### config.mk
export PLATFORM = sky130hd
export DESIGN_NAME = pmem
export DESIGN_NICKNAME = d
export VERILOG_FILES = /design/src/common/mcu_pkg.sv /design/src/source/pmem.sv
export SDC_FILE = /design/constraint.sdc
export NUM_CORES = 2
export LEC_CHECK = 0
export BUFFER_PORTS_ARGS = -buffer_cell sky130_fd_sc_hd__buf_2
export CAP_MARGIN = 20
export CORE_MARGIN = 10
export CORE_UTILIZATION = 55
export CTS_BUF_LIST = sky130_fd_sc_hd__clkbuf_2
export DETAILED_ROUTE_END_ITERATION = 7
export PLACE_DENSITY = 0.71
export SLEW_MARGIN = 20
export SYNTH_ARGS = -nofsm -noshare
export SYNTH_HDL_FRONTEND = slang
export SYNTH_MEMORY_MAX_BITS = 65536
export SYNTH_SLANG_ARGS = --single-unit
### constraint.sdc
create_clock -name rst -period 2.8 [get_ports rst]
set_input_delay 0.28 -clock rst [delete_from_list [all_inputs] [get_ports rst]]
set_output_delay 0.28 -clock rst [all_outputs]
set_load 0.02 [all_outputs]
### src/common/mcu_pkg.sv
`default_nettype none

package mcu_pkg;

  localparam int ADDR_WIDTH = 10;
  localparam int DATA_W     = 16;
  localparam int PWORD_W    = 18;  // program word width

  localparam int PMEM_WORDS = 256;
  localparam int PMEM_AW    = $clog2(PMEM_WORDS);
  localparam int DMEM_BYTES = 512;
  localparam int DMEM_AW    = $clog2(DMEM_BYTES);

  localparam logic [ADDR_WIDTH-1:0] DMEM_GVAR_START = 10'h100;
  localparam logic [ADDR_WIDTH-1:0] IO_LIMIT        = 10'h040;  // below: registers

  // register map
  localparam logic [ADDR_WIDTH-1:0] REG_TIMER_CNT = 10'h002;
  localparam logic [ADDR_WIDTH-1:0] REG_TIMER_CTL = 10'h004;
  localparam logic [ADDR_WIDTH-1:0] REG_UART_DATA = 10'h006;
  localparam logic [ADDR_WIDTH-1:0] REG_UART_CTL  = 10'h008;

  typedef enum logic [2:0] {
    SEL_TIMER_CNT,
    SEL_TIMER_CTL,
    SEL_UART_DATA,
    SEL_UART_CTL,
    SEL_NONE
  } io_sel_t;

endpackage

`default_nettype wire

### src/source/pmem.sv
`timescale 1ns/1ns
`default_nettype none

module pmem import mcu_pkg::*; (
  input  logic                  rst,
  input  logic                  clk,
  input  logic                  wen,
  input  logic [ADDR_WIDTH-1:0] waddr,
  input  logic [PWORD_W-1:0]    wdata,
  input  logic [ADDR_WIDTH-1:0] raddr,
  output logic [PWORD_W-1:0]    rdata
);

  logic [PWORD_W-1:0] mem [PMEM_WORDS];

  always_ff @(posedge rst) begin
    if (wen)
      mem[waddr[PMEM_AW-1:0]] <= wdata;
  end

  // fetch port, one cycle latency
  always_ff @(posedge rst or posedge clk) begin
    if (clk)
      rdata <= '0;
    else
      rdata <= mem[raddr[PMEM_AW-1:0]];
  end

endmodule

`default_nettype wire

Word level (Yosys, flattened, before mapping) --
Memories as Yosys holds them, arrays and structs flattened. A register that Yosys moved wholly into a read port is not among the register bits. Cells that the tools add are included.
Word-level totals: register bits after elaboration 0, bits in writable memories 4608, input bits 41, output and inout port bits 18, word-level logic and storage cells 3, memories 1
Memory list:
- mem | depth 256, width 18, rd ports 1, clocked after memory_dff 1, wr ports 1, RTL line pmem.sv:14 | logic [PWORD_W-1:0] mem [PMEM_WORDS];
Cells by class: muxes and demuxes 2
Operators with widths (count):
- $mux 1 | 2

Depth between registers and ports, before layout --
word-level depth 2, mapped depth 12, gate-level depth less buffers 6

Worst setup path before layout --
OpenSTA, ideal clock, no wires.
path type input to register, start point input waddr[3], end point memory mem[235][0], enable pin, arrival time 2139 ps, data required time 2407 ps, setup slack 268 ps, stages 6, path through clkbuf_1 nor2b_1 clkbuf_1 nand4_1 clkbuf_1 nor2_1
RTL lines:
- start, declared | RTL line pmem.sv:8 | input logic [ADDR_WIDTH-1:0] waddr,
- end, declared | RTL line pmem.sv:14
Straight into the memory's write port.

Worst setup path in the final report --
start point register rdata[6], read port of mem, end point output rdata[6]
RTL lines:
- start, declared | RTL line pmem.sv:11 | output logic [PWORD_W-1:0] rdata
No word-level cell between the ends.

==> impl_results.md <==
* CTS tree: built
* Top FF cell, synth: edfxtp_1
* Relative slew slack at 0.199
* Vias at 99.4k
* Post-synth EDFFs at 4,608
* CP startpoint kind: register
* Worst reg2reg path depth at 8
* Leak pwr at 69.8 nW
* GR Util met2 at 0.438
* Failing checks: setup timing
* Crit path from: rdata[6]
* TritonCTS buffer count at 1,193
* Placer Congestion at 0.943
* CP peak stage delay at 570 ps
* Yosys warns at 0
* Hold WC Path Type: input pin to register
* Buf/Inv on CP at 1
* Final Critical Period at 3290 ps
* CORE AREA at 327,000 sq um
* Reg-to-reg startpoint: mem[243][12]
* Top cell type's share of synthesized area at 0.769
* Unrepaired setup endpoints after global routing: yes
* Hold Violations, Final at 0
* FF+latch count, synth at 4,626
* Clock Latency Late Sink at 2310 ps
* Pin count of the biggest net entering global routing at 105
* Largest family of logic cells by synthesized area: multiplexers
* Root buffer cell: clkbuf_2
* Ys async rst share at 0.00389
* Grt ovf at 0
* Area post-placement at 195,000 sq um
* Post-Synth Adder-Cell Area at 0
* Clock sinks at 4,626
* Vias per cell at 6.44
* Largest cells by area after synthesis: edfxtp_1, mux4_2, mux2i_1
* Post-DRT Antenna Nets at 0
* Clock-pin slew on the worst setup and hold paths at 120 ps
* Layout net count at 10.4k
* Status: finished, violations left
* FP Rows at 210
* Final WL at 510,000 um
* Pwr dens at 623 nW/um^2
* Slew Viols, Final at 0
* Setup crit end: rdata[6]
* Largest delay share family, worst path: flip-flops
* Post-route insts no fill at 15.4k
* CP max stage cell: dfrtp_2
* Post-route cell area at 206,000 sq um
* Critical R2R Capture: rdata[12]
* Met3 global-route usage at 0.0836
* FILL cells at 22.1k
* Post-Synth Simple-Gate Area at 0.0187
* Most numerous cell in the Yosys netlist: edfxtp_1
* CP Class: register to output pin
* GRT Total Usage at 0.292
* Crit path depth at 1
* Gate Count Post-Synth at 8,208
* Netlist cell types at 80
* Die area at 351,000 sq um
* R2R Setup Slk at -60 ps
* Syn_area_per_cell at 21.9 sq um
* Fmax at 0.304 GHz
* Tot Pwr at 129 mW
* Final Util at 0.632
* Clock Path Buffers at 5
* # setup viols final at 44
* Slew @ Worst Pin at 1190 ps
* Max_cap viols at 0
* XOR/XNOR Fraction of Synth Area at 0
* Synth top cells by count: edfxtp_1, mux4_2, mux2i_1
* GR Util met1 at 0.389
* Antenna violations before repair at 39
* Critical-path cell list: buf_6
* Placed insts at 13.3k
* Post-DR wirelength/cell at 33.0 um
* Worst-path maximum fanout at 1
* CP Capture Type: output pin
* Vias in the first global route at 100k
* Worst Path Required at 2520 ps
* Setup ws final at -492 ps
* Top-Level Pins at 59
* Worst VDD drop at 468 uV
* Mux cell area share after synthesis at 0.156
* Busiest grt layer: met2
* Drt first-iter violations at 14.7k
* # H-tree levels at 7
* CP arrival at 3010 ps
* Netlist Area Pre-Place at 180,000 sq um
* Drt pass-1 iters at 6
* Synth Area in Compound Gates at 0.0323
* Layout area overhead at 14.7%
* Tcrit/Tclk final at 1.18
* Layout cells sized above 1 at 0.374
* Die Ht at 592 um
* Final HPWL DP at 317,000 um
* Post-synth top area cell: edfxtp_1
* Sequential area share after synthesis at 0.771
* Starting Density at 0.551
* Clock Skew at 235 ps
* First-pass GRT wire length at 725,000 um
* Post-Syn Nets at 8,249
* Die width at 592 um
* Port Buf Inserts at 54
* Drt drc at 0
## what timing repair did
action	in CTS	in global routing
endpoints found under the setup margin	21	626
pin swaps	0	0
gates resized for setup	58	6
hold buffers	151	7
setup buffers	0	0
hold endpoints to repair	9252	1461
## cells in the final DEF (no fill, tap or decap), types with 104 or more instances in the layout
master	synthesis	routed
a21oi_1	151	151
buf_12	26	210
buf_4	65	1027
clkbuf_2	0	1626
clkinv_1	0	215
dlygate4sd3_1	3	130
edfxtp_1	4608	4608
mux2i_1	604	603
mux4_1	123	123
mux4_2	823	823
nor2_2	0	206
nor3_1	107	104
o221ai_1	244	244
o22ai_1	139	138
## where the power goes
part	leakage [nW]	internal [mW]	switching (mW)
logic	20.6	3.50	5.31
clock network	7.57	17.1	26.2
registers	41.6	76.2	0.209
total	69.8	96.9	31.7
## routing by layer
| layer | routed length (um) | up-vias |
|---|---|---|
| li1 | - | 40000 |
| met1 | 180000 | 50900 |
| met2 | 237000 | 7166 |
| met3 | 63900 | 1275 |
| met4 | 28900 | 18 |
| met5 | 110 | - |
## cells by family (layout without fill, tap and decap cells)
kind of cell	count (synthesis)	after routing
AOI/OAI and AO/OA	790	790
other	0	26
DFF	4626	4626
buffers and inverters	505	3363
muxes	1575	1575
and+or+nand+nor	712	712
## flip-flops by register name, summed over array words and instances, names as in the netlist
name,count
mem,4608
rdata,18
## layout make-up
cell class / instances / area, sq um / area share
inverter: 6 / 37.5 / 0.000182
timing repair buffer: 1440 / 14300 / 0.0694
clock inverter: 291 / 1620 / 0.00782
clock buffer: 1626 / 8140 / 0.0394
sequential: 4626 / 139000 / 0.673
antenna: 26 / 65.1 / 0.000315
tap: 4346 / 5440 / 0.0263
multi-input combinational: 3077 / 38000 / 0.184
## worst min path at each step
| stage | from | end | slack (ps) | depth (start not counted) |
|---|---|---|---|---|
| after CTS | wdata[0] | mem[13][0] | 3 | 5 |
| after floorplan | clk | rdata[0] | 220 | 1 |
| after global routing | waddr[3] | mem[206][6] | 80 | 7 |
| final | waddr[3] | mem[206][7] | 190 | 7 |
| after global placement | clk | rdata[0] | 430 | 3 |
| after detailed placement | clk | rdata[0] | 440 | 3 |
## metrics by stage
| step | setup slack [ps] | hold slack [ps] | TNS (ps) |
|---|---|---|---|
| floorplan | 268 | 219 | 0 |
| global placement | -967 | 429 | -10490 |
| detailed placement | -968 | 439 | -10470 |
| CTS | -718 | 3.08 | -20330 |
| global route | -554 | 83.9 | -8170 |
| finish | -492 | 192 | -7170 |
Note: power is estimated with default switching activity, not from simulation.
