[config.mk]
export PLATFORM = sky130hd
export DESIGN_NAME = dmem_flat
export DESIGN_NICKNAME = d
export VERILOG_FILES = /design/src/common/mcu_pkg.sv /design/src/common/mem_bus_if.sv /design/src/source/dmem.sv /design/src/flat_wrapper.sv
export SDC_FILE = /design/constraint.sdc
export NUM_CORES = 2
export LEC_CHECK = 0
export BUFFER_PORTS_ARGS = -buffer_cell sky130_fd_sc_hd__buf_2
export CORE_AREA = 2 2 511 894
export DETAILED_ROUTE_END_ITERATION = 12
export DIE_AREA = 0 0 513 896
export GPL_ROUTABILITY_DRIVEN = 0
export PLACE_DENSITY_LB_ADDON = 0.2
export SETUP_SLACK_MARGIN = 0.05
export SLEW_MARGIN = 20
export SYNTH_ARGS = -nofsm -noshare
export SYNTH_HDL_FRONTEND = slang
export SYNTH_SLANG_ARGS = --single-unit
export TNS_END_PERCENT = 100
[constraint.sdc]
create_clock -name rst -period 4.4 [get_ports rst]
set_clock_uncertainty 0.2 [all_clocks]
set_input_delay 1.1 -clock rst [delete_from_list [all_inputs] [get_ports rst]]
set_output_delay 1.1 -clock rst [all_outputs]
set_load 0.01 [all_outputs]
[src/common/mcu_pkg.sv]
`default_nettype none

package mcu_pkg;

  localparam int ADDR_WIDTH = 10;
  localparam int DATA_W     = 16;
  localparam int PWORD_W    = 18;  // program word width

  localparam int PMEM_WORDS = 256;
  localparam int PMEM_AW    = $clog2(PMEM_WORDS);
  localparam int DMEM_BYTES = 512;
  localparam int DMEM_AW    = $clog2(DMEM_BYTES);

  localparam logic [ADDR_WIDTH-1:0] DMEM_GVAR_START = 10'h100;
  localparam logic [ADDR_WIDTH-1:0] IO_LIMIT        = 10'h040;  // below: registers

  // register map
  localparam logic [ADDR_WIDTH-1:0] REG_TIMER_CNT = 10'h002;
  localparam logic [ADDR_WIDTH-1:0] REG_TIMER_CTL = 10'h004;
  localparam logic [ADDR_WIDTH-1:0] REG_UART_DATA = 10'h006;
  localparam logic [ADDR_WIDTH-1:0] REG_UART_CTL  = 10'h008;

  typedef enum logic [2:0] {
    SEL_TIMER_CNT,
    SEL_TIMER_CTL,
    SEL_UART_DATA,
    SEL_UART_CTL,
    SEL_NONE
  } io_sel_t;

endpackage

`default_nettype wire

[src/common/mem_bus_if.sv]
`timescale 1ns/1ns
`default_nettype none

interface mem_bus_if import mcu_pkg::*; ();

  logic [ADDR_WIDTH-1:0] addr;   // byte address
  logic                  wen;
  logic                  ren;
  logic [DATA_W-1:0]     wdata;
  logic [DATA_W-1:0]     rdata;  // one cycle after ren

  modport master (
    output addr,
    output wen,
    output ren,
    output wdata,
    input  rdata
  );

  modport slave (
    input  addr,
    input  wen,
    input  ren,
    input  wdata,
    output rdata
  );

endinterface

`default_nettype wire

[src/source/dmem.sv]
`timescale 1ns/1ns
`default_nettype none

module dmem import mcu_pkg::*; (
  input  logic      rst,
  input  logic      clk,
  mem_bus_if.slave  bus
);

  logic [DATA_W-1:0]  mem [DMEM_BYTES / 2];
  logic [DMEM_AW-2:0] widx;  // word index, bit 0 ignored

  assign widx = bus.addr[DMEM_AW-1:1];

  always_ff @(posedge rst) begin
    if (bus.wen)
      mem[widx] <= bus.wdata;
  end

  // held while ren is low
  always_ff @(posedge rst or posedge clk) begin
    if (clk)
      bus.rdata <= '0;
    else if (bus.ren)
      bus.rdata <= mem[widx];
  end

endmodule

`default_nettype wire

[src/flat_wrapper.sv]
// flat-port wrapper written by rule: the top's interface ports become plain ports
module dmem_flat import mcu_pkg::*;
  (rst, clk, bus_addr, bus_wen, bus_ren, bus_wdata, bus_rdata);
  mem_bus_if bus_i ();
  input  logic rst;
  input  logic clk;
  input wire logic [$bits(bus_i.addr)-1:0] bus_addr;
  input wire logic [$bits(bus_i.wen)-1:0] bus_wen;
  input wire logic [$bits(bus_i.ren)-1:0] bus_ren;
  input wire logic [$bits(bus_i.wdata)-1:0] bus_wdata;
  output wire logic [$bits(bus_i.rdata)-1:0] bus_rdata;
  assign bus_i.addr = bus_addr;
  assign bus_i.wen = bus_wen;
  assign bus_i.ren = bus_ren;
  assign bus_i.wdata = bus_wdata;
  assign bus_rdata = bus_i.rdata;
  dmem u_core (.rst(rst), .clk(clk), .bus(bus_i));
endmodule
; ---- Word level (Yosys, flattened, before mapping)
; Memories as Yosys holds them, arrays and structs flattened. A register that Yosys moved wholly into a read port is not among the register bits.
; Index checks and enable logic that the tools add are counted.
[op_classes]
n_mux = 2
[op_table]
columns = operator, n
row1 = two-way mux 1 bit, 2
[word_totals]
word_cells = 3
ram_bits = 4096
n_memories = 1
in_bits = 30
out_inout_bits = 16
regBits = 0
[memory_table]
columns = memory, depth, word_bits, rd, rd_clocked_by_memory_dff, wr, line
row1 = u_core.mem, 256, 16, 1, 1, 1, dmem.sv:10  ; logic [DATA_W-1:0] mem [DMEM_BYTES / 2];

; ---- Logic depth before layout (Yosys ltp)
[depth]
depth_word = 2
depth_mapped = 13
depth_no_buf = 7

; ---- Least setup slack after synthesis
; OpenSTA, ideal clock, no wires.
[synth_path]
path_type = input-to-reg
from = input port bus_addr[1]
to = memory u_core.mem[147][0] (enable)
arrival_time_ns = 3.825
setup_ns = 0.409
path_buffers = 8
t_required_ns = 3.791
slack_ns = -0.034
cell_stages = 10
cell_sequence = buf_6 > buf_12 > buf_6 > buf_4 > buf_6 > buf_6 > buf_2 > clkbuf_1 > nand2_1 > nor3_1
[synth_lines]
columns = element, line
row1 = from (decl), flat_wrapper.sv:7  ; input wire logic [$bits(bus_i.addr)-1:0] bus_addr;
row2 = to (decl), dmem.sv:10
; No word-level cell before the write port.

==> metrics.yaml <==
status: "finished, final reports clean"
final.setup.tns_ns: 0
antenna_found_initial: 28
p_leak_nw: 58.8
crit_start: "bus_addr[2]"
timing.rr.end: "u_core.bus.rdata[9]"
syn2layout_area_growth_pct: 18.1
grt_max_degree: 107
syn_nets: 7214
ios: 46
drtAntennaViolNets: 0
clockBufferDepth: 4
max_cap_violations: 0
p_seq_share_pct: 53.9
p_per_area_mw_per_mm2: 430
wl_per_cell_um: 34.6
synth-seq-cells: 4112
cts_made_buffers: 362
whs_ns: 0.107
root_buffer: "clkbuf_16"
syn_inst: 7184
die_area_sq_mm: 0.460
slew_violations: 0
dr_wl_met3_mm: 21.4
top_layer: "met5"
wl_met2_mm: 267
drc: 0
cts_resized: 0
grt_pass1_vias: 81251
synth_edf_count: 4096
swShare_pct: 22.0
ys_seq_area_share_pct: 78.2
coreArea_sq_mm: 0.452
hold_class: "input port to asynchronous set/reset pin"
grt_pass1_wl_mm: 680
fp-row-count: 327
die-height_um: 896
clock-sinks: 4112
cp-start-kind: "input port"
cts_tree: "yes"
crit_path_end_kind: "flip-flop"
async_reset_ff_share_pct: 0.389
drt_iter0_markers: 7893
drive_gt1_share_pct: 31.6
dpl_cell_area_sq_mm: 0.175
total_power_mw: 80.3
ir_drop_mv: 0.323
timing.final.crit_share_pct: 89.0
slew_headroom_pct: 11.5
fmax_mhz: 255
period_needed_ns: 3.91
dr.pass1.iters: 5
reg2reg_from: "u_core.mem[13][9]"
via_per_inst: 5.48
clk_latency_ns: 0.97
yosys_warnings: 0
finalHoldViolCount: 0
post_cts_buffers: 0
stdcell_count: 14363
power.internal_mw: 62.6
dp_cells: 13704
cp.required_ns: 5.08
initial_core_util_pct: 34.9
syn_area_sq_mm: 0.158
hpwl_mm: 332
fin_util_pct: 41.3
grt_overflow: 0
power_frac_comb_pct: 5.9
wirelength_mm: 498
wl_met1_mm: 178
worst_slack_ns: 0.486
htreeDepth: 5
p_sw_mw: 17.7
post-place-ws_ns: -0.388
final_cell_area_sq_mm: 0.186
crit_fanout: 20
die_width_um: 513
reg2reg_depth: 7
yosys_most_used_dff: "edfxtp_1"
setup_violations: 0
cp.arrival_ns: 4.59
p_clk_share_pct: 40.2
avgSynthCellArea_sq_um: 22.0
groute.usage.overall_pct: 21.3
synth_cell_type_count: 68
hold_buffers: 0
vias: 78665
critPathKind: "input port to flip-flop"
rrSetupSlack_ns: 1.17
rsz0062_at_grt: "no"
clk_pin_slew_worst_paths_ns: 0.07
tightest_slew_ns: 1.33
io_buffer_count: 43
num-nets-final: 8176
final cells by class:
cell class                 count  area (sq um)
fill                       39282        266000
clock buffer                 426          9490
clock inverter               220          2170
inverter                       4          17.5
antenna                       13          32.5
multi-input combinational   2634         32500
tap                         5922          7410
sequential                  4112        123000
timing repair buffer        1032         11400
metal layers:
| metal | track usage (%) | vias up |
|---|---|---|
| li1 | - | 32417 |
| met1 | 24.1 | 43136 |
| met2 | 39.3 | 2438 |
| met3 | 2.35 | 668 |
| met4 | 11.3 | 6 |
| met5 | 0 | - |
placed cells by master, fill, tap and decap left out, types with 65 or more instances in the layout:
cell type,instances
edfxtp_1,4096
mux4_2,849
buf_4,700
mux2i_1,381
clkbuf_16,371
buf_12,290
o22ai_1,176
a22oi_1,162
nor2_1,153
nor2_2,124
clkinv_1,75
clkinv_2,65
flip-flops by register name, summed over array words and instances, names as in the netlist:
signal / count
u_core.mem: 4096
u_core.bus.rdata: 16
critical path, stage by stage:
cell,delay [ns]
buf_12,0.14
buf_12,0.28
buf_4,0.19
mux4_2,0.32
mux2_2,0.20
o22ai_1,0.10
a211oi_1,0.98
o22ai_1,0.55
or3_1,0.46
o22ai_1,0.12
power by group through the flow:
| stage | clock network, mW | logic (mW) | registers, mW |
|---|---|---|---|
| after floorplan | 0 | 2.01 | 44.1 |
| after global placement | 0 | 4.73 | 44.1 |
| after detailed placement | 0 | 4.79 | 44.1 |
| after CTS | 32.9 | 4.80 | 43.2 |
| after global routing | 34.2 | 4.89 | 43.2 |
| final | 32.3 | 4.74 | 43.2 |
synthesized netlist by cell type (34+ instances only):
library cell,n,share of area (%)
mux2_2,48,0.34
o22ai_1,176,0.70
nand2_1,65,0.15
a221oi_1,51,0.28
mux4_2,849,12
a211oi_1,61,0.29
buf_6,65,0.46
nor2_1,278,0.66
o22a_1,43,0.24
nor2b_1,39,0.15
nor3_1,79,0.25
nand3_1,40,0.13
nor4_1,34,0.13
a22oi_1,162,0.77
edfxtp_1,4096,78
o21ai_0,61,0.19
a21oi_1,38,0.12
clkbuf_1,154,0.37
buf_2,103,0.33
buf_4,82,0.39
mux2i_1,381,2.4
how the worst max path moves through the flow:
stage / endpoint / slack [ns]
after CTS: u_core.bus.rdata[1] / 0.65
after global placement: u_core.bus.rdata[1] / -0.38
after detailed placement: u_core.bus.rdata[1] / -0.39
final: u_core.bus.rdata[9] / 0.49
after floorplan: u_core.mem[147][0] / -0.03
after global routing: u_core.bus.rdata[1] / 0.62
cells by family after synthesis:
kind of cell / Yosys count / share of synthesized area (%)
AND/OR/NAND/NOR: 632 / 1.91
buffers and inverters: 438 / 1.71
multiplexers: 1285 / 15.0
AO/OA/AOI/OAI: 717 / 3.23
flip-flops: 4112 / 78.2
No activity file was read; power rests on OpenSTA's default activity.
