### src/common/loader_pkg.sv
`default_nettype none

package loader_pkg;

  // uart bit timing
  localparam int CLKS_PER_BIT = 8;
  localparam int CLK_CNT_W    = $clog2(CLKS_PER_BIT);

  // image sync pair
  localparam logic [7:0] SYNC_HI = 8'h55;
  localparam logic [7:0] SYNC_LO = 8'hAA;

  localparam int TIMER_TICK = 4;  // clocks per timer decrement
  localparam int TICK_W     = $clog2(TIMER_TICK);

  typedef enum logic [2:0] {
    WAIT,  // hunting for 55 AA
    META,  // two size words
    PMEM,
    DMEM,
    FIN
  } load_state_t;

endpackage

`default_nettype wire

### src/uart/uart_rx.sv
`timescale 1ns/1ns
`default_nettype none

module uart_rx import loader_pkg::*; (
  input  logic       rst,
  input  logic       clk,
  input  logic       rxd,
  output logic [7:0] rx_byte,
  output logic       rx_strobe
);

  typedef enum logic [1:0] {
    RX_IDLE,
    RX_START,
    RX_DATA,
    RX_STOP
  } rx_state_t;

  rx_state_t            state;
  logic                 rx_meta;
  logic                 rx_sync;
  logic [CLK_CNT_W-1:0] clk_cnt;
  logic [2:0]           bit_cnt;
  logic [7:0]           shreg;
  logic                 bit_end;
  logic                 mid_start;

  assign bit_end   = clk_cnt == CLK_CNT_W'(CLKS_PER_BIT - 1);
  assign mid_start = clk_cnt == CLK_CNT_W'(CLKS_PER_BIT / 2 - 1);

  // line idles high
  always_ff @(posedge rst or posedge clk) begin
    if (clk) begin
      rx_meta <= 1'b1;
      rx_sync <= 1'b1;
    end else begin
      rx_meta <= rxd;
      rx_sync <= rx_meta;
    end
  end

  always_ff @(posedge rst or posedge clk) begin
    if (clk) begin
      state     <= RX_IDLE;
      clk_cnt   <= '0;
      bit_cnt   <= '0;
      rx_strobe <= 1'b0;
    end else begin
      rx_strobe <= 1'b0;
      case (state)
        RX_IDLE: begin
          clk_cnt <= '0;
          if (!rx_sync)
            state <= RX_START;
        end
        RX_START: begin
          if (mid_start) begin
            clk_cnt <= '0;
            bit_cnt <= '0;
            state   <= rx_sync ? RX_IDLE : RX_DATA;  // glitch, not a start bit
          end else begin
            clk_cnt <= clk_cnt + 1'b1;
          end
        end
        RX_DATA: begin
          if (bit_end) begin
            clk_cnt <= '0;
            bit_cnt <= bit_cnt + 1'b1;
            if (bit_cnt == 3'd7)
              state <= RX_STOP;
          end else begin
            clk_cnt <= clk_cnt + 1'b1;
          end
        end
        RX_STOP: begin
          if (bit_end) begin
            rx_strobe <= rx_sync;  // framing error drops the byte
            state     <= RX_IDLE;
          end else begin
            clk_cnt <= clk_cnt + 1'b1;
          end
        end
        default: state <= RX_IDLE;
      endcase
    end
  end

  // lsb first
  always_ff @(posedge rst) begin
    if (state == RX_DATA && bit_end)
      shreg <= {rx_sync, shreg[7:1]};
    if (state == RX_STOP && bit_end)
      rx_byte <= shreg;
  end

endmodule

`default_nettype wire

### config.mk
export PLATFORM = sky130hd
export DESIGN_NAME = uart_rx
export DESIGN_NICKNAME = d
export VERILOG_FILES = /design/src/common/loader_pkg.sv /design/src/uart/uart_rx.sv
export SDC_FILE = /design/constraint.sdc
export NUM_CORES = 1
export LEC_CHECK = 0
export BUFFER_PORTS_ARGS = -buffer_cell sky130_fd_sc_hd__buf_2
export CORE_MARGIN = 2
export CORE_UTILIZATION = 35
export CTS_CLUSTER_DIAMETER = 200
export CTS_CLUSTER_SIZE = 14
export DETAILED_ROUTE_END_ITERATION = 12
export GPL_ROUTABILITY_DRIVEN = 1
export MAX_ROUTING_LAYER = met4
export PLACE_DENSITY = 0.62
export REMOVE_ABC_BUFFERS = 1
export SLEW_MARGIN = 40
export SYNTH_ARGS = -nofsm -noshare
export SYNTH_HDL_FRONTEND = slang
export SYNTH_SLANG_ARGS = --single-unit
### constraint.sdc
create_clock -name rst -period 1.6 [get_ports rst]
set_input_delay 0.08 -clock rst [delete_from_list [all_inputs] [get_ports rst]]
set_output_delay 0.08 -clock rst [all_outputs]
set_load 0.05 [all_outputs]
Yosys cells after proc, flatten, opt, wreduce, memory -nomap -nowiden:

Cells that the tools add are included.

* output and inout port bits: 9
* register bits after elaboration: 27
* logic and storage cells: 44
* bits of input ports: 3

* multiplexer cells: 16
* add/subtract/negate cells: 2
* reductions and logical operators: 6
* eq/ne operators: 12

Operators with widths (number)
* $mux 3: 5
* $mux 2: 6
* $ne 2x2->1 const B: 6
* $pmux 3 s4: 1
* $pmux 2 s4: 1
* $add 3x1->3 const B: 2
* $eq 3x3->1 const B: 2
* $pmux 3 s2: 1
* $reduce_and 5->1: 1
* $eq 2x2->1 const B: 2
* $eq 3x2->1 const B: 1
* $reduce_and 3->1: 1
* $eq 2x1->1 const B: 1
* $logic_and 1x1->1: 2
* $logic_not 2->1: 1
* $mux 1: 2
* $reduce_bool 2->1: 1

Depth between registers and ports, before layout:

* depth after elaboration: 4
* mapped depth: 6

Least setup slack after synthesis:

No wires, ideal clock.

* path kind: register to register
* from: register clk_cnt[0]
* to: register shreg[0], enable pin
* arrival: 1.226 ns
* setup slack: 0.064 ns
* required time: 1.291 ns
* stages on the path, launching flop included: 6
* buffers on the path: 0
* clock period less this slack: 1.536 ns
* path through: dfrtp_1 -> ha_1 -> ha_1 -> nor2b_4 -> nand2_2 -> inv_2

* word-level cells in the longest chain between the ends: 2

RTL lines
* from (decl): RTL line uart_rx.sv:22 `logic [CLK_CNT_W-1:0] clk_cnt;`
* from (signal assigned): RTL line uart_rx.sv:62 `clk_cnt <= clk_cnt + 1'b1;`
* from (signal assigned): RTL line uart_rx.sv:72 `clk_cnt <= clk_cnt + 1'b1;`
* from (signal assigned): RTL line uart_rx.sv:80 `clk_cnt <= clk_cnt + 1'b1;`
* $eq 3x3->1: RTL line uart_rx.sv:28 `assign bit_end = clk_cnt == CLK_CNT_W'(CLKS_PER_BIT - 1);`
* $logic_and 1x1->1: RTL line uart_rx.sv:90 `if (state == RX_DATA && bit_end)`
* to (signal assigned): RTL line uart_rx.sv:91 `shreg <= {rx_sync, shreg[7:1]};`
* to (decl): RTL line uart_rx.sv:24 `logic [7:0] shreg;`

Every way passes these cells.
A chain may end at the register's enable or synchronous reset.

Final worst setup path:

* from: register clk_cnt[0]
* to: register clk_cnt[2]

* word-level cells in the longest chain between the ends: 3
* elaborated cells on any way between the ends: 8
* those cells by class: 1 x add/sub; 3 x eq/ne; 4 x mux

RTL lines
* $add 3x1->3 (tied with other cells): RTL line uart_rx.sv:62, uart_rx.sv:72, uart_rx.sv:80
* $mux 3, on equally long branches: RTL line uart_rx.sv:76, uart_rx.sv:57, uart_rx.sv:66
* $pmux 3 s4: RTL line uart_rx.sv:50 `case (state)`

Several ways; a longest one is shown, not always the timed one. The select of a mux whose other input is x is not followed.

==> results.toml <==
[synth]
yosys.area_share.simple_pct = 11.7
synthesis.area_um2 = 1090
synth_xor_area_share_pct = 0
ys_async_sr_fraction_pct = 40.7
seq_area_frac_synth_pct = 69.4
synthMuxAreaShare_pct = 0
avgSynthCellArea_um2 = 15.2
synth_top_family_by_area = "simple AND/OR/NAND/NOR gates"
synth.distinct_cells = 28
syn_inst = 72
synth_fa_ha_area_share_pct = 8.02
synth_edf_count = 16
ys_warn_count = 0
synth-seq-cells = 27
synth_compound_area_share_pct = 8.71
synthFlopType = "edfxtp_1"

[grt]
grt-busiest-layer = "met2"
met3_usage_pct = 4.55
grt_use_met1_pct = 13.5
track_usage_pct = 11.1
grt_max_degree = 17
gr-total-overflow = 0
grt_pass1_vias = 604
grt.met2_usage_pct = 17.1
antenna_found_initial = 0
grt_pass1_wl_um = 2800

[finish]
drive_gt1_share_pct = 32.3
fillCellCount = 288
final_core_util_pct = 42.5
area_growth_pct = 17.0
nNetsFinal = 104
stdcell_area_um2 = 1280
diodes = 0
layout_commonest_cell = "edfxtp_1"
final_cell_mix = "edfxtp_1, buf_2, dfrtp_1, ha_1, buf_4"

[critical_path]
required_ns = 1.88
max_stage_delay_ns = 0.43
cp-start-kind = "register"
crit_buf_inv = 1
crit_slowest_cell = "dfrtp_1"
path_cells = "ha_2 > buf_4 > ha_1 > or3b_1 > nand3_1"
cp_top_family = "adder cells"
r2r.worst_path.cells = 5
crit_path_start = "clk_cnt[0]$_DFFE_PP0N_"
r2r-end = "clk_cnt[2]$_DFFE_PP0N_"
regToRegStartpoint = "clk_cnt[0]$_DFFE_PP0N_"
path_class = "register to register"
r2r_slack_ns = 0.08
path_max_fanout = 4
cp-end-kind = "register"
crit_arrival_ns = 1.80

[die]
rows = 20
die_h_um = 59.9
die_w_um = 59.9
initial_core_util_pct = 36.4
io_pins = 12
die_area_um2 = 3580
core_area_um2 = 3000

[power]
power_density_nw_per_um2 = 1310
vdd_ir_drop_max_uv = 601
p_sw_share_pct = 31.8
p_clk_share_pct = 17.9
p_int_w = 0.00114
p_leak_nw = 0.535
p_switching_w = 0.000532
p_seq_share_pct = 53.1
comb_power_share_pct = 29.1

[timing]
rsz0062_at_grt = "false"
finalWorstSetupSlack_ns = 0.0770
hold_ws_ns = 0.263
tns_ns = 0
maxSlewViolCount = 0
fmax_mhz = 657
setup_viol = 0
tightest_slew_ns = 0.427
hold_viol = 0
skew_ns = 0.00302
slew_headroom_pct = 71.5
period_share_pct = 95.2
period_needed_ns = 1.52

[clock_network]
clkLatencyLatePin_ns = 0.33
clockBufferDepth = 2
post_cts_buffers = 0
cts.clk_slew.worst_paths_ns = 0.14
cts_buffers = 3
cts_tree = "yes"
htree_num_levels = 1
clock_sinks = 27
cts_root_buf = "clkbuf_4"

[outcome]
status = "finished clean"

[drt]
dr.pass1.iters = 2
vias = 622
viasPerCell = 4.94
wl_per_cell_um = 13.1
ant_nets = 0
drc_errors = 0
wl_um = 1660
drtIter0Drc = 7

[placed_design]
dpl.hpwl_um = 1150
port_buffers = 11
globalplace.congestion = 0.769
pre_cts_ws_ns = 0.00821
placed_area_um2 = 1220

[min_path]
min_path_type = "input pin to asynchronous set/reset pin"

[run]
maxCapViolCount = 0
==> worst reg2reg max path, stage by stage, from the launching register on <==
cell,delay [ns]
dfrtp_1,0.43
ha_2,0.20
buf_4,0.14
ha_1,0.27
or3b_1,0.37
nand3_1,0.07
==> what timing repair did <==
item | in CTS | in global routing
hold buffers | 2 | 0
resized for setup | 1 | 2
hold endpoints to repair | 10 | 0
setup endpoints to repair | 8 | 10
==> power groups by stage <==
stage                     clock network [W]  logic [W]  registers [W]
after floorplan                           0   0.000276       0.000952
after global placement                    0   0.000465       0.000902
after detailed placement                  0   0.000479       0.000904
after CTS                          0.000320   0.000489       0.000889
after global routing               0.000348   0.000548       0.000902
final                              0.000299   0.000486       0.000888
==> sequential cells by signal, indices dropped and copies added (netlist names), named ones only <==
register   count
bit_cnt        3
clk_cnt        3
rx_byte        8
rx_meta        1
rx_strobe      1
rx_sync        1
shreg          8
state          1
==> synthesized netlist by cell type, types with 2 or more instances <==
| cell | number | area share (%) |
|---|---|---|
| edfxtp_1 | 16 | 44 |
| dfrtp_1 | 9 | 21 |
| ha_1 | 7 | 8.0 |
| inv_1 | 4 | 1.4 |
| nand2_1 | 4 | 1.4 |
| nand3_1 | 4 | 1.8 |
| nand2b_1 | 3 | 1.7 |
| a21o_1 | 2 | 1.4 |
| a21oi_1 | 2 | 0.92 |
| dfstp_2 | 2 | 4.8 |
| o221a_1 | 2 | 2.1 |
==> cells by family after synthesis <==
group / after synthesis
compound gates: 12
fa+ha+maj: 7
buf+inv: 6
flops: 27
simple gates: 20
==> layer usage <==
| layer | wire length, um | part of all wire, % |
|---|---|---|
| met3 | 73 | 4.4 |
| met5 | 0 | 0 |
| met2 | 769 | 46 |
| met4 | 14 | 0.85 |
| met1 | 798 | 48 |
==> how the worst max path moves through the flow <==
stage | endpoint | depth (start not counted)
floorplan | shreg[0]$_DFFE_PP_ | 5
global placement | rx_byte[7]$_DFFE_PP_ | 3
detailed placement | rx_byte[4]$_DFFE_PP_ | 3
CTS | clk_cnt[2]$_DFFE_PP0N_ | 5
global route | clk_cnt[2]$_DFFE_PP0N_ | 5
finish | clk_cnt[2]$_DFFE_PP0N_ | 5
==> metrics by stage <==
step	power, W	std cells
final	0.00167	126
after global routing	0.00180	126
after CTS	0.00170	126
after detailed placement	0.00138	120
after global placement	0.00137	120
after floorplan	0.00123	71
==> cell type report <==
| class | instances | area (um2) | area share [%] |
|---|---|---|---|
| Clock buffer | 3 | 22.5 | 1.76 |
| Clock inverter | 1 | 7.51 | 0.588 |
| Inverter | 5 | 21.3 | 1.67 |
| Multi-Input combinational cell | 39 | 314 | 24.6 |
| Sequential cell | 27 | 758 | 59.4 |
| Tap cell | 33 | 41.3 | 3.23 |
| Timing Repair Buffer | 18 | 113 | 8.81 |
Power figures use the tool's default switching activity.
