$ cat src/common/mcu_pkg.sv
`default_nettype none

package mcu_pkg;

  localparam int ADDR_WIDTH = 10;
  localparam int DATA_W     = 16;
  localparam int PWORD_W    = 18;  // program word width

  localparam int PMEM_WORDS = 256;
  localparam int PMEM_AW    = $clog2(PMEM_WORDS);
  localparam int DMEM_BYTES = 512;
  localparam int DMEM_AW    = $clog2(DMEM_BYTES);

  localparam logic [ADDR_WIDTH-1:0] DMEM_GVAR_START = 10'h100;
  localparam logic [ADDR_WIDTH-1:0] IO_LIMIT        = 10'h040;  // below: registers

  // register map
  localparam logic [ADDR_WIDTH-1:0] REG_TIMER_CNT = 10'h002;
  localparam logic [ADDR_WIDTH-1:0] REG_TIMER_CTL = 10'h004;
  localparam logic [ADDR_WIDTH-1:0] REG_UART_DATA = 10'h006;
  localparam logic [ADDR_WIDTH-1:0] REG_UART_CTL  = 10'h008;

  typedef enum logic [2:0] {
    SEL_TIMER_CNT,
    SEL_TIMER_CTL,
    SEL_UART_DATA,
    SEL_UART_CTL,
    SEL_NONE
  } io_sel_t;

endpackage

`default_nettype wire

$ cat src/common/loader_pkg.sv
`default_nettype none

package loader_pkg;

  // uart bit timing
  localparam int CLKS_PER_BIT = 8;
  localparam int CLK_CNT_W    = $clog2(CLKS_PER_BIT);

  // image sync pair
  localparam logic [7:0] SYNC_HI = 8'h55;
  localparam logic [7:0] SYNC_LO = 8'hAA;

  localparam int TIMER_TICK = 4;  // clocks per timer decrement
  localparam int TICK_W     = $clog2(TIMER_TICK);

  typedef enum logic [2:0] {
    WAIT,  // hunting for 55 AA
    META,  // two size words
    PMEM,
    DMEM,
    FIN
  } load_state_t;

endpackage

`default_nettype wire

$ cat src/common/mem_bus_if.sv
`timescale 1ns/1ns
`default_nettype none

interface mem_bus_if import mcu_pkg::*; ();

  logic [ADDR_WIDTH-1:0] addr;   // byte address
  logic                  wen;
  logic                  ren;
  logic [DATA_W-1:0]     wdata;
  logic [DATA_W-1:0]     rdata;  // one cycle after ren

  modport master (
    output addr,
    output wen,
    output ren,
    output wdata,
    input  rdata
  );

  modport slave (
    input  addr,
    input  wen,
    input  ren,
    input  wdata,
    output rdata
  );

endinterface

`default_nettype wire

$ cat src/source/io_regs.sv
`timescale 1ns/1ns
`default_nettype none

module io_regs import mcu_pkg::*, loader_pkg::*; (
  input  logic       rst,
  input  logic       clk,
  input  logic [7:0] rx_byte,
  input  logic       rx_strobe,
  mem_bus_if.slave   bus,
  output logic       irq
);

  io_sel_t           sel;
  logic [DATA_W-1:0] timer_cnt;
  logic [TICK_W-1:0] tick_cnt;
  logic              tick_wrap;
  logic              timer_done;
  logic              timeout;
  logic              timer_ie;
  logic [7:0]        uart_data;
  logic              rx_ready;
  logic              uart_ie;

  always_comb begin
    case (bus.addr)
      REG_TIMER_CNT: sel = SEL_TIMER_CNT;
      REG_TIMER_CTL: sel = SEL_TIMER_CTL;
      REG_UART_DATA: sel = SEL_UART_DATA;
      REG_UART_CTL:  sel = SEL_UART_CTL;
      default:       sel = SEL_NONE;
    endcase
  end

  assign tick_wrap  = tick_cnt == TICK_W'(TIMER_TICK - 1);
  assign timer_done = tick_wrap && timer_cnt == DATA_W'(1);  // last decrement

  always_ff @(posedge rst or posedge clk) begin
    if (clk) begin
      timer_cnt <= '0;
      tick_cnt  <= '0;
    end else if (bus.wen && sel == SEL_TIMER_CNT) begin
      timer_cnt <= bus.wdata;
      tick_cnt  <= '0;
    end else if (timer_cnt != '0) begin
      tick_cnt <= tick_wrap ? '0 : tick_cnt + 1'b1;
      if (tick_wrap)
        timer_cnt <= timer_cnt - 1'b1;
    end
  end

  always_ff @(posedge rst or posedge clk) begin
    if (clk) begin
      timeout  <= 1'b0;
      timer_ie <= 1'b0;
    end else if (bus.wen && sel == SEL_TIMER_CTL) begin
      timer_ie <= bus.wdata[1];
      timeout  <= 1'b0;  // write acknowledges
    end else if (timer_done) begin
      timeout <= 1'b1;
    end
  end

  always_ff @(posedge rst or posedge clk) begin
    if (clk) begin
      rx_ready <= 1'b0;
      uart_ie  <= 1'b0;
    end else begin
      if (bus.wen && sel == SEL_UART_CTL)
        uart_ie <= bus.wdata[1];
      if (rx_strobe)
        rx_ready <= 1'b1;  // new byte wins over a read
      else if (bus.ren && sel == SEL_UART_DATA)
        rx_ready <= 1'b0;
    end
  end

  always_ff @(posedge rst) begin
    if (rx_strobe)
      uart_data <= rx_byte;
  end

  always_ff @(posedge rst or posedge clk) begin
    if (clk) begin
      bus.rdata <= '0;
    end else if (bus.ren) begin
      case (sel)
        SEL_TIMER_CNT: bus.rdata <= timer_cnt;
        SEL_TIMER_CTL: bus.rdata <= {14'd0, timer_ie, timeout};
        SEL_UART_DATA: bus.rdata <= {8'd0, uart_data};
        SEL_UART_CTL:  bus.rdata <= {14'd0, uart_ie, rx_ready};
        default:       bus.rdata <= '0;
      endcase
    end
  end

  assign irq = (timeout & timer_ie) | (rx_ready & uart_ie);

endmodule

`default_nettype wire

$ cat src/flat_wrapper.sv
// flat-port wrapper written by rule: the top's interface ports become plain ports
module io_regs_flat import mcu_pkg::*, loader_pkg::*;
  (rst, clk, rx_byte, rx_strobe, irq, bus_addr, bus_wen, bus_ren, bus_wdata, bus_rdata);
  mem_bus_if bus_i ();
  input  logic rst;
  input  logic clk;
  input  logic [7:0] rx_byte;
  input  logic rx_strobe;
  output logic irq;
  input wire logic [$bits(bus_i.addr)-1:0] bus_addr;
  input wire logic [$bits(bus_i.wen)-1:0] bus_wen;
  input wire logic [$bits(bus_i.ren)-1:0] bus_ren;
  input wire logic [$bits(bus_i.wdata)-1:0] bus_wdata;
  output wire logic [$bits(bus_i.rdata)-1:0] bus_rdata;
  assign bus_i.addr = bus_addr;
  assign bus_i.wen = bus_wen;
  assign bus_i.ren = bus_ren;
  assign bus_i.wdata = bus_wdata;
  assign bus_rdata = bus_i.rdata;
  io_regs u_core (.rst(rst), .clk(clk), .rx_byte(rx_byte), .rx_strobe(rx_strobe), .bus(bus_i), .irq(irq));
endmodule
$ cat config.mk
export PLATFORM = sky130hd
export DESIGN_NAME = io_regs_flat
export DESIGN_NICKNAME = d
export VERILOG_FILES = /design/src/common/mcu_pkg.sv /design/src/common/loader_pkg.sv /design/src/common/mem_bus_if.sv /design/src/source/io_regs.sv /design/src/flat_wrapper.sv
export SDC_FILE = /design/constraint.sdc
export NUM_CORES = 1
export LEC_CHECK = 0
export ABC_CLOCK_PERIOD_IN_PS = 2600
export BUFFER_PORTS_ARGS = -buffer_cell sky130_fd_sc_hd__buf_4
export CAP_MARGIN = 25
export CORE_MARGIN = 2
export CORE_UTILIZATION = 53
export DETAILED_ROUTE_END_ITERATION = 7
export MAX_ROUTING_LAYER = met4
export PLACE_DENSITY = 0.87
export SLEW_MARGIN = 10
export SYNTH_ARGS = -nofsm -noshare
export SYNTH_HDL_FRONTEND = slang
export SYNTH_SLANG_ARGS = --single-unit
$ cat constraint.sdc
create_clock -name rst -period 2.6 [get_ports rst]
set_input_delay 0.52 -clock rst [delete_from_list [all_inputs] [get_ports rst]]
set_output_delay 0.52 -clock rst [all_outputs]
set_load 0.05 [all_outputs]
After elaboration in Yosys (flattened, before gate mapping)
Index checks and enable logic that the tools add are counted.
{"block": "word_totals", "reg_bits": 46, "latchBits": 0, "mem_bits_rw": 0, "romBits": 0, "in_bits": 39, "out_inout_bits": 17, "n_memories": 0}
{"block": "op_classes", "add_sub_neg": 2, "multipliers": 0, "div": 0, "magnitude_cmp": 0, "n_eq_ne": 9, "shift": 0, "n_mux": 12, "bitwise": 3, "n_reduce_logical": 12}
{"operator": "$pmux 16 s4", "n": 1}
{"operator": "$mux 16", "n": 3}
{"operator": "$eq 10x3->1 const B", "n": 2}
{"operator": "$eq 16x1->1 const B", "n": 1}
{"operator": "$reduce_bool 16->1", "n": 1}
{"operator": "$sub 16x1->16 const B", "n": 1}
{"operator": "$pmux 3 s4", "n": 1}
{"operator": "$eq 10x2->1 const B", "n": 1}
{"operator": "$eq 10x4->1 const B", "n": 1}
{"operator": "$reduce_bool 2->1", "n": 4}
{"operator": "$eq 3x2->1 const B", "n": 2}
{"operator": "$mux 2", "n": 3}
{"operator": "$logic_and 1x1->1", "n": 5}
{"operator": "$mux 1", "n": 4}
{"operator": "$eq 3x1->1 const B", "n": 1}
{"operator": "$logic_not 3->1", "n": 1}
{"operator": "$add 2x1->2 const B", "n": 1}
{"operator": "$and 1x1->1", "n": 2}
{"operator": "$eq 2x2->1 const B", "n": 1}
{"operator": "$reduce_and 2->1", "n": 1}
{"operator": "$or 1x1->1", "n": 1}

Longest topological paths before layout
{"block": "logic_depth", "depth_word": 6, "ltp_mapped": 7, "depth_no_buf": 7}

Least setup slack after synthesis
Ideal clock, no wire load.
{"block": "synth_path", "kind": "input to register", "start": "input bus_addr[7]", "end": "register u_core.timer_cnt[12]", "setup_time_ps": 125, "arrival_ps": 2034, "t_required_ps": 2475, "slack_ps": 441, "cell_stages": 5, "path_buffers": 1, "cell_sequence": "or4_1 nor3_1 and3_1 clkbuf_1 mux2_2"}
{"block": "synth_between", "elab_chain_len": 6, "elab_cells_between_ends": 11, "classes_between": "4 x eq/ne; 2 x mux; 5 x reduce/logical"}
{"item": "from (decl)", "line_no": "flat_wrapper.sv:10", "text": "input wire logic [$bits(bus_i.addr)-1:0] bus_addr;"}
{"item": "$eq 10x4->1 (tied with other cells)", "line_no": "io_regs.sv:25", "text": "case (bus.addr)"}
{"item": "$pmux 3 s4 (*)", "line_no": "io_regs.sv:25"}
{"item": "$logic_not 3->1 (*)", "line_no": "io_regs.sv:41", "text": "end else if (bus.wen && sel == SEL_TIMER_CNT) begin"}
{"item": "$logic_and 1x1->1 (*)", "line_no": "io_regs.sv:41"}
{"item": "$reduce_bool 2->1 (no line)"}
{"item": "$reduce_and 2->1 (no line)"}
{"item": "to (signal assigned)", "line_no": "io_regs.sv:42", "text": "timer_cnt <= bus.wdata;"}
{"item": "to (signal assigned)", "line_no": "io_regs.sv:47", "text": "timer_cnt <= timer_cnt - 1'b1;"}
{"item": "to (decl)", "line_no": "io_regs.sv:14", "text": "logic [DATA_W-1:0] timer_cnt;"}
Every way passes the cells marked *; elsewhere a longest branch is shown, timed or not.
A chain may end at the register's enable or synchronous reset.

Final worst setup path
{"block": "layout_path", "start": "register u_core.timer_cnt[12]", "end": "register u_core.timer_cnt[7]"}
{"block": "layout_between", "elab_chain_len": 3}
{"item": "$reduce_bool 16->1", "line_no": "io_regs.sv:44", "text": "end else if (timer_cnt != '0) begin"}
{"item": "$reduce_bool 2->1 (no line)"}
{"item": "$reduce_and 2->1 (no line)"}
Every way passes these cells.

==> impl_metrics.csv <==
group,metric,value,unit
critical_path,critPathMaxStageDelay,0.72,ns
yosys,synth_simple_gate_area_share,18.1,%
yosys,synth_cells,228,
critical_path,crit_path_max_fanout,10,
critical_path,crit_slowest_cell,"nor4_4",
floorplan,coreArea,0.00409,sq mm
yosys,synth_seq_cells,46,
timing,rsz0062_at_grt,"false",
yosys,netlist.top_cell.by_area,"dfrtp_1",
critical_path,startpoint,"u_core.timer_cnt[12]",
critical_path,setup.worst_path.class,"reg2reg",
global_route,track_usage,21.1,%
worst_hold_path,worstHoldPathType,"in2async",
floorplan,die_x,69.8,microns
cts,clk_latency,0.29,ns
critical_path,endpoint_kind,"flip-flop",
yosys,synth_top_family_by_area,"simple AND/OR/NAND/NOR gates",
cts,cts_hold_buffers,0,
yosys,synth.area.top_cells,"dfrtp_1 (41%), edfxtp_1 (10%), o21ai_1 (4.8%)",
cts,cts_max_path_buffers,2,
cells_and_area,area_delta_synth_final,23.1,%
yosys,yosys_warnings,0,
yosys,ys_seq_area_share,51.9,%
critical_path,regToRegSetupSlack,0.21,ns
global_route,antenna_found_initial,0,
place,placed_area,0.00274,sq mm
power_and_ir_drop,powerDensity,534,mW/mm^2
power_and_ir_drop,p_leak,1.18,nW
critical_path,required,2.78,ns
cells_and_area,final_area,0.00283,sq mm
yosys,avgSynthCellArea,10.1,sq um
cells_and_area,nets,323,
timing,setup_tns,0,ns
cells_and_area,antennaDiodeCount,0,
cts,cts_setup_buffers,0,
yosys,synth-xor-area-share,3.81,%
cells_and_area,seq_area,0.00119,sq mm
cells_and_area,final_util,69.2,%
cells_and_area,drive_above_1_share,25.9,%
cts,cts-htree-levels,2,
status,outcome,"completed",
yosys,synth-compound-area-share,12.8,%
route,drc_errors,0,
critical_path,crit_chain,"or4_1 > nor4_4 > nor3_1 > xnor2_1 > o21ai_1",
yosys,synthMuxAreaShare,5.94,%
cts,cts_sinks,46,
route,initialDrtViolationCount,146,
yosys,synth_area,0.00230,sq mm
yosys,synth.distinct_cells,41,
global_route,grt_pass1_vias,1769,
route,wl,4750,microns
critical_path,arrival,2.56,ns
place,portBuffers,55,
cts,cts_buffers,5,
route,routedWlPerCell,14.3,microns
route,viasPerCell,5.64,
timing,setup_viol,0,
place,dp_hpwl,3510,microns
floorplan,initial_core_util,56.2,%
route,vias,1873,
yosys,synth-async-reset-ratio,82.6,%
route,firstDrtPassIters,4,
place,pre_cts_slack,0.224,ns
cts,cts_resized,0,
cts,cts_tree,"done",
critical_path,cp-start-kind,"flip-flop",
place,place_congestion,0.932,
timing,worst-slew-pin-transition,0.711,ns
timing,slew_viol_final,0,
power_and_ir_drop,ir_worst_vdd,423,uV
timing,hold_viol_final,0,
floorplan,die_area,0.00487,sq mm
yosys,synth-main-ff-cell,"dfrtp_1",
yosys,synth_top_area_share,41.4,%
timing,fmax,0.419,GHz
floorplan,die_h,69.8,microns
timing,fin_crit_sh,91.7,%
critical_path,rr_worst_depth,5,
timing,holdWs,0.332,ns
global_route,grt_max_degree,39,
cts,cts.root.buffer_cell,"clkbuf_8",
timing,period_needed,2.39,ns
critical_path,rr_startpoint,"u_core.timer_cnt[12]",
yosys,synth_edf_count,8,
cells_and_area,fill_cells,316,
timing,skew,0.00639,ns
cts,path_clk_slew,0.08,ns
run,maxCapViolCount,0,
global_route,grt_overflow,0,
yosys,synth_nets,270,
route,antenna_left,0,
floorplan,num_rows,23,
yosys,synthAdderAreaFrac,1.63,%
cells_and_area,multi_input_area,970,sq um
global_route,grt_pass1_wl,8060,microns
timing,postLayoutSetupSlackWorst,0.215,ns
timing,relSlewSlack,52.3,%
floorplan,io_pins,56,
critical_path,reg2reg_to,"u_core.timer_cnt[7]",
critical_path,endpoint,"u_core.timer_cnt[7]",
## state kept, by name, summed over array words and instances (netlist names)
register	count
u_core.timer_ie	1
u_core.timeout	1
u_core.timer_cnt	16
u_core.uart_ie	1
u_core.tick_cnt	2
u_core.bus.rdata	16
u_core.uart_data	8
u_core.rx_ready	1
## stage by stage
step | total power [mW] | instances
floorplan | 1.00 | 228
global placement | 1.09 | 324
detailed placement | 1.10 | 324
CTS | 1.52 | 332
global route | 1.58 | 332
finish | 1.51 | 332
## metal layers
metal | track usage [%] | vias to the layer above | routed length [microns]
met1 | 28.2 | 884 | 2110
met4 | 7.69 | 0 | 106
met2 | 31.5 | 68 | 2200
li1 | - | 908 | -
met3 | 4.94 | 13 | 334
met5 | - | - | 0
## synth_stat cells (5+ instances only)
cell and n:
a21oi_1 7, inv_1 22, nor2_1 10, o21ai_1 22, mux2i_1 8, buf_2 5, clkbuf_1 6, nor3_1 8
o22ai_1 8, edfxtp_1 8, xnor2_1 9, dfrtp_1 38, nand2_1 26
## cells in the final DEF (no fill, tap or decap), types with 2 or more instances in the layout
| master | synthesis | routed |
|---|---|---|
| a21oi_1 | 7 | 7 |
| a22oi_1 | 2 | 2 |
| a31oi_1 | 2 | 2 |
| and3_1 | 2 | 2 |
| buf_4 | 0 | 58 |
| clkbuf_8 | 0 | 5 |
| dfrtp_1 | 38 | 38 |
| edfxtp_1 | 8 | 8 |
| ha_1 | 3 | 3 |
| inv_1 | 22 | 22 |
| mux2_1 | 2 | 2 |
| mux2_2 | 3 | 3 |
| mux2i_1 | 8 | 8 |
| nand2_1 | 26 | 26 |
| nand3_1 | 4 | 4 |
| nor2_1 | 10 | 10 |
| nor2b_1 | 2 | 2 |
| nor3_1 | 8 | 8 |
| nor3b_1 | 4 | 4 |
| nor4_1 | 3 | 3 |
| nor4b_2 | 2 | 2 |
| o21ai_1 | 22 | 22 |
| o22ai_1 | 8 | 8 |
| o41ai_2 | 2 | 2 |
| or3_1 | 3 | 3 |
| or4_1 | 3 | 3 |
| xnor2_1 | 9 | 9 |
## critical path: cells and delay by family (launching register included)
kind	cells	cell delay [ns]
compound gates	1	0.07
xor+xnor	1	0.18
flops	1	0.46
simple gates	3	1.55
## cell families after synthesis
group / count (synthesis)
and+or+nand+nor: 74
AOI/OAI and AO/OA: 48
muxes: 13
adders and majority gates: 3
DFF: 46
xor gates and xnor gates: 10
buffers and inverters: 34
## area by class of cell
cell class,count,share of cell area [%]
Clock inverter,3,0.575
Multi-Input combinational cell,148,34.3
Timing Repair Buffer,58,15.4
Sequential cell,46,42.1
Inverter,22,2.92
Tap cell,50,2.21
Clock buffer,5,2.43
## report_power, final
part | internal (mW) | switching, mW
Combinational | 0.115 | 0.104
Sequential | 0.793 | 0.0816
Clock | 0.184 | 0.233
## how the worst min path moves through the flow
stage / from / endpoint / cells after the start
after CTS: clk / u_core.bus.rdata[0] / 3
after detailed placement: u_core.bus.rdata[10] / u_core.bus.rdata[10] / 2
after global placement: u_core.uart_data[7] / u_core.bus.rdata[7] / 2
final: clk / u_core.bus.rdata[9] / 3
after global routing: clk / u_core.bus.rdata[9] / 3
after floorplan: u_core.rx_ready / u_core.rx_ready / 1
Power figures use the tool's default switching activity.
